### src/verilog/bramArrayPkg.sv
`default_nettype none

package bramArrayPkg;

  // One block-RAM cell
  localparam int cellBits  = 32;
  localparam int cellBytes = 4;
  localparam int cellWords = 1024;

  // Cell grid
  localparam int numLanes = 3;    // Cells side by side
  localparam int numRows  = 4;    // Cells stacked in depth

  // One array word spans all lanes of a row
  localparam int rowBits  = 96;
  localparam int rowBytes = 12;

  // Index widths
  localparam int wordIdxBits = 10;
  localparam int rowIdxBits  = 30;  // Wide enough to see out-of-range rows
  localparam int addrBits    = 32;  // Port byte address

  // Lane 0 sits in the top 32 bits, lane 2 in the bottom 32 bits
  typedef logic [rowBits-1:0] rowDataT;

  // Byte enables, lane 0 in the top four bits
  typedef logic [rowBytes-1:0] rowStrbT;

  // Request on one array port
  typedef struct packed {
    logic                en;       // Access strobe for this cycle
    rowStrbT             wrEn;     // Any bit set makes it a write
    logic [addrBits-1:0] addr;     // Byte address
    rowDataT             wrData;
  } bramReqT;

  // Request on one cell port, already resolved to a word index
  typedef struct packed {
    logic                   en;
    logic [cellBytes-1:0]   wrEn;
    logic [wordIdxBits-1:0] wordIdx;
    logic [cellBits-1:0]    wrData;
  } cellReqT;

endpackage

`default_nettype wire

### src/verilog/bramPortCtrl.sv
`timescale 1ns/100ps
`default_nettype none

// Address resolution and read-back for one array port
module bramPortCtrl (
  input  logic                  A_PS,
  input  logic                  reset,
  input  bramArrayPkg::bramReqT req,
  output bramArrayPkg::cellReqT cellReq [bramArrayPkg::numRows][bramArrayPkg::numLanes],
  input  bramArrayPkg::rowDataT cellRdData [bramArrayPkg::numRows],
  output bramArrayPkg::rowDataT rdData
);

  import bramArrayPkg::*;

  logic [rowIdxBits-1:0]  wordAddr;      // Byte address in 32-bit words
  logic [rowIdxBits-1:0]  laneWordIdx;   // Word index down one lane column
  logic [rowIdxBits-1:0]  rowIdx;        // Raw row quotient, may exceed numRows
  logic [wordIdxBits-1:0] wordIdx;       // Word inside the selected cell
  logic                   inRange;
  logic [numRows-1:0]     rowSel;        // One-hot row strobe

  // State of the last enabled access, lines up with the cell output
  logic [rowIdxBits-1:0]  rowIdxQ;
  logic                   inRangeQ;

  // Address resolution
  assign wordAddr    = req.addr[addrBits-1:2];
  assign laneWordIdx = wordAddr / rowIdxBits'(numLanes);
  assign rowIdx      = laneWordIdx / rowIdxBits'(cellWords);
  assign wordIdx     = wordIdxBits'(laneWordIdx % rowIdxBits'(cellWords));
  assign inRange     = rowIdx < rowIdxBits'(numRows);

  always_comb begin
    for (int r = 0; r < numRows; r++) begin
      rowSel[r] = req.en && inRange && (rowIdx == rowIdxBits'(r));
    end
  end

  // Fan the request out to the grid
  // Only the selected row sees en and the byte enables
  always_comb begin
    for (int r = 0; r < numRows; r++) begin
      for (int l = 0; l < numLanes; l++) begin
        cellReq[r][l].en      = rowSel[r];
        cellReq[r][l].wordIdx = wordIdx;
        cellReq[r][l].wrData  = req.wrData[rowBits-1-cellBits*l -: cellBits];
        if (rowSel[r]) begin
          cellReq[r][l].wrEn = req.wrEn[rowBytes-1-cellBytes*l -: cellBytes];
        end else begin
          cellReq[r][l].wrEn = '0;
        end
      end
    end
  end

  // Row of the access, held until the next enabled cycle
  always_ff @(posedge A_PS) begin
    if (reset) begin
      rowIdxQ  <= '0;
      inRangeQ <= 1'b0;
    end else if (req.en) begin
      rowIdxQ  <= rowIdx;
      inRangeQ <= inRange;
    end
  end

  // Read multiplexer, zero after an out-of-range access
  always_comb begin
    rdData = '0;
    for (int r = 0; r < numRows; r++) begin
      if (inRangeQ && (rowIdxQ == rowIdxBits'(r))) begin
        rdData = cellRdData[r];
      end
    end
  end

endmodule

`default_nettype wire

### config.mk
export PLATFORM = sky130hd
export DESIGN_NAME = bramPortCtrl
export DESIGN_NICKNAME = d
export VERILOG_FILES = /design/src/verilog/bramArrayPkg.sv /design/src/verilog/bramPortCtrl.sv
export SDC_FILE = /design/constraint.sdc
export NUM_CORES = 1
export LEC_CHECK = 0
export BUFFER_PORTS_ARGS = -buffer_cell sky130_fd_sc_hd__clkbuf_2
export CELL_PAD_IN_SITES_DETAIL_PLACEMENT = 1
export CELL_PAD_IN_SITES_GLOBAL_PLACEMENT = 1
export CORE_AREA = 2 2 467 469
export CTS_CLUSTER_DIAMETER = 200
export DETAILED_ROUTE_END_ITERATION = 8
export DIE_AREA = 0 0 469 471
export MAX_ROUTING_LAYER = met4
export PLACE_DENSITY_LB_ADDON = 0.1
export SLEW_MARGIN = 20
export SYNTH_ARGS = -nofsm -noshare
export SYNTH_HDL_FRONTEND = slang
export SYNTH_SLANG_ARGS = --single-unit
### constraint.sdc
create_clock -name A_PS -period 7.5 [get_ports A_PS]
set_input_delay 0.375 -clock A_PS [delete_from_list [all_inputs] [get_ports A_PS]]
set_output_delay 0.375 -clock A_PS [all_outputs]
set_load 0.01 [all_outputs]
==> impl_metrics.py <==
metrics = {
    "place": {
        "preCtsSetupSlack_ns": -1.14,
        "dp_hpwl_mm": 66.9,
        "portBuffers": 704,
        "gp_congestion": 0.774,
    },
    "logic_synthesis": {
        "synth-simple-area-share_pct": 20.2,
        "async_flop_share_pct": 0,
        "synth_adder_area_share_pct": 0.573,
        "yosysMostFrequentCell": "buf_4",
        "synthDominantCellAreaShare_pct": 35.5,
        "synth_fp_nets": 1910,
        "ys_types": 89,
        "synth.top_cells.by_area": "buf_4, mux4_2, nor2b_1",
        "synth-main-ff-cell": "dfxtp_1",
        "avgSynthCellArea_sq_um": 7.91,
        "ys_seq_elements": 20,
        "synth_xor_area_share_pct": 0.962,
        "synth_edf_count": 0,
        "synthMuxAreaShare_pct": 21.8,
        "netlist_top_cells_count": "buf_4, nor2b_1, mux4_2, nor2_1, and2_1",
        "synth-seq-area-share_pct": 3.66,
        "yosys_warnings": 0,
        "synth_top_family_by_area": "buffers and inverters",
        "synth_area_leader_cell": "buf_4",
        "netlist_instances": 1382,
        "syn_area_sq_um": 10900,
        "synth-compound-area-share_pct": 13.5,
    },
    "drt": {
        "wirelength_mm": 76.3,
        "drc": 0,
        "avgRoutedWirePerCell_um": 16.8,
        "via_per_inst": 2.46,
        "final_antenna_net_count": 0,
        "first_iter_violations": 275,
        "dr.pass1.iters": 6,
        "vias": 11200,
    },
    "worst_setup_path": {
        "r2r_slack_ns": 5.87,
        "start_kind": "input pin",
        "r2r_cells": 3,
        "max_stage_delay_ns": 0.50,
        "cp.arrival_ns": 7.56,
        "crit_path_end_kind": "output port",
        "required_ns": 7.12,
        "cp_max_fo": 6,
        "rr_endpoint": "rowIdxQ[1]",
        "criticalPathCategory": "in2out",
        "cp_slowest_cell": "or4_4",
        "r2r_start": "rowIdxQ[1]",
    },
    "die": {
        "io-pin-count": 1187,
        "start_util_pct": 5.06,
        "die_width_um": 469,
        "std_cell_rows": 171,
        "core_sq_um": 216000,
        "die_h_um": 471,
        "dieArea_sq_um": 221000,
    },
    "power_and_ir_drop": {
        "powerDensity_nw_per_um2": 112,
        "p_leak_uw": 0.00636,
        "irDropWorstVdd_uv": 87.7,
        "finalPower_uw": 1810,
    },
    "sta": {
        "rsz0062_at_grt": "true",
        "fin_ws_ns": -0.432,
        "fin_crit_sh_pct": 106,
        "fin_skew_ns": 0,
        "slew_violations": 0,
        "hold_viol_final": 0,
        "setup_tns_ns": -5.03,
        "min_period_ns": 7.93,
        "setup_violations": 12,
        "clock.fmax_mhz": 126,
        "slew_headroom_pct": 42.5,
        "worstMarginPinSlew_ns": 0.863,
    },
    "min_path": {
        "hp-class": "reg2reg",
        "holdPathEnd": "rowIdxQ[18]",
        "hold-path-cell-count": 2,
        "hp-start": "rowIdxQ[18]",
    },
    "finish": {
        "fin_nets": 2208,
        "synthToLayoutAreaGrowth_pct": 48.7,
        "multiInputGateArea_sq_um": 6880,
        "fill_cells": 25900,
        "seqCellArea_sq_um": 408,
        "drive_gt1_share_pct": 65.2,
        "utilization_pct": 7.52,
    },
    "global_route": {
        "antenna_found_initial": 21,
        "grt_overflow": 0,
        "grt_pass1_wl_mm": 101,
        "grt_max_degree": 66,
        "grt.busiest_layer": "met2",
        "gr-usage-met3_pct": 3.03,
        "use_met2_pct": 11.3,
        "use_met1_pct": 7.04,
        "grt_pass1_vias": 12100,
        "grtUsageTotal_pct": 6.57,
    },
    "clock_network": {
        "cts_tree": "built",
        "cts_buffers": 3,
        "cts_sinks": 20,
        "root_buffer": "clkbuf_16",
        "clk_latency_ns": 0.25,
        "cts_hold_buf": 0,
        "clkTransAtPathRegs_ns": 0.06,
        "clock_path_buffers": 2,
        "htreeDepth": 1,
    },
    "status": {
        "violations": "setup timing",
        "status": "complete, but fails checks",
    },
    "flow_run": {
        "max_cap_violations": 0,
    },
}
how the worst max path moves through the flow:
| stage | startpoint | to | slack, ns | cells past startpoint |
|---|---|---|---|---|
| floorplan | req[127] | cellReq[126] | -0.02 | 34 |
| global placement | req[127] | cellReq[79] | -1.19 | 31 |
| detailed placement | req[125] | cellReq[79] | -1.14 | 35 |
| CTS | req[127] | cellReq[79] | -0.60 | 33 |
| global route | req[123] | cellReq[267] | -0.77 | 39 |
| finish | req[127] | cellReq[455] | -0.43 | 33 |
registers in the layout, summed over array words and instances (netlist names):
register,flops
inRangeQ,1
rowIdxQ,19
metal layers:
layer | share of wire [%] | wire length [um]
met1 | 38 | 28900
met2 | 49 | 37400
met3 | 13 | 9610
met4 | 0.62 | 476
met5 | 0 | 0
cells by family after synthesis:
family,count (synthesis)
adder cells (fa/ha/maj),6
AO/OA/AOI/OAI,208
AND/OR/NAND/NOR,403
buffers and inverters,616
XOR/XNOR,12
multiplexers,117
flip-flops,20
power breakdown:
group	internal, uW	switching (uW)
clock network	92.5	44.2
registers	118	32.9
logic	756	770
layout make-up:
| cell class | instances | share of cell area [%] |
|---|---|---|
| antenna | 14 | 0.216 |
| inverter | 24 | 0.593 |
| tap | 2854 | 22.0 |
| timing repair buffer | 885 | 31.8 |
| multi-input combinational | 746 | 42.3 |
| clock buffer | 4 | 0.616 |
| sequential | 20 | 2.51 |
cells in the final DEF (no fill, tap or decap), types with 8 or more instances in the layout:
cell,n
nand2_1,49
diode_2,14
a21oi_1,40
clkbuf_2,697
mux4_2,96
nand4_1,8
or2_2,8
a211oi_1,10
buf_4,148
buf_6,24
nand2b_1,13
nor2b_1,104
o21ai_0,32
nor3_1,15
and2_1,53
xnor2_1,8
mux2i_1,11
o211ai_1,12
inv_1,20
dfxtp_1,18
nor2_1,78
nand3_1,16
timing repair:
action / in CTS / in global routing
cloned: 1 / 3
gates resized for setup: 74 / 64
setup buffers: 18 / 13
pin swaps: 18 / 19
setup endpoints to repair: 48 / 36
critical path: cells and delay by family:
family | cells | cell delay [ns]
buffers and inverters | 7 | 0.99
multiplexers | 2 | 0.61
AO/OA/AOI/OAI | 13 | 2.18
adder cells (fa/ha/maj) | 1 | 0.29
AND/OR/NAND/NOR | 10 | 3.11
through the flow:
stage,cell area (sq um),std cells,hold WS (ns)
floorplan,11100,1382,0.441
finish,16200,4547,0.475
global placement,15100,4494,0.461
global route,16200,4544,0.505
CTS,15700,4517,0.479
detailed placement,15100,4494,0.469
No activity file was read; power rests on OpenSTA's default activity.
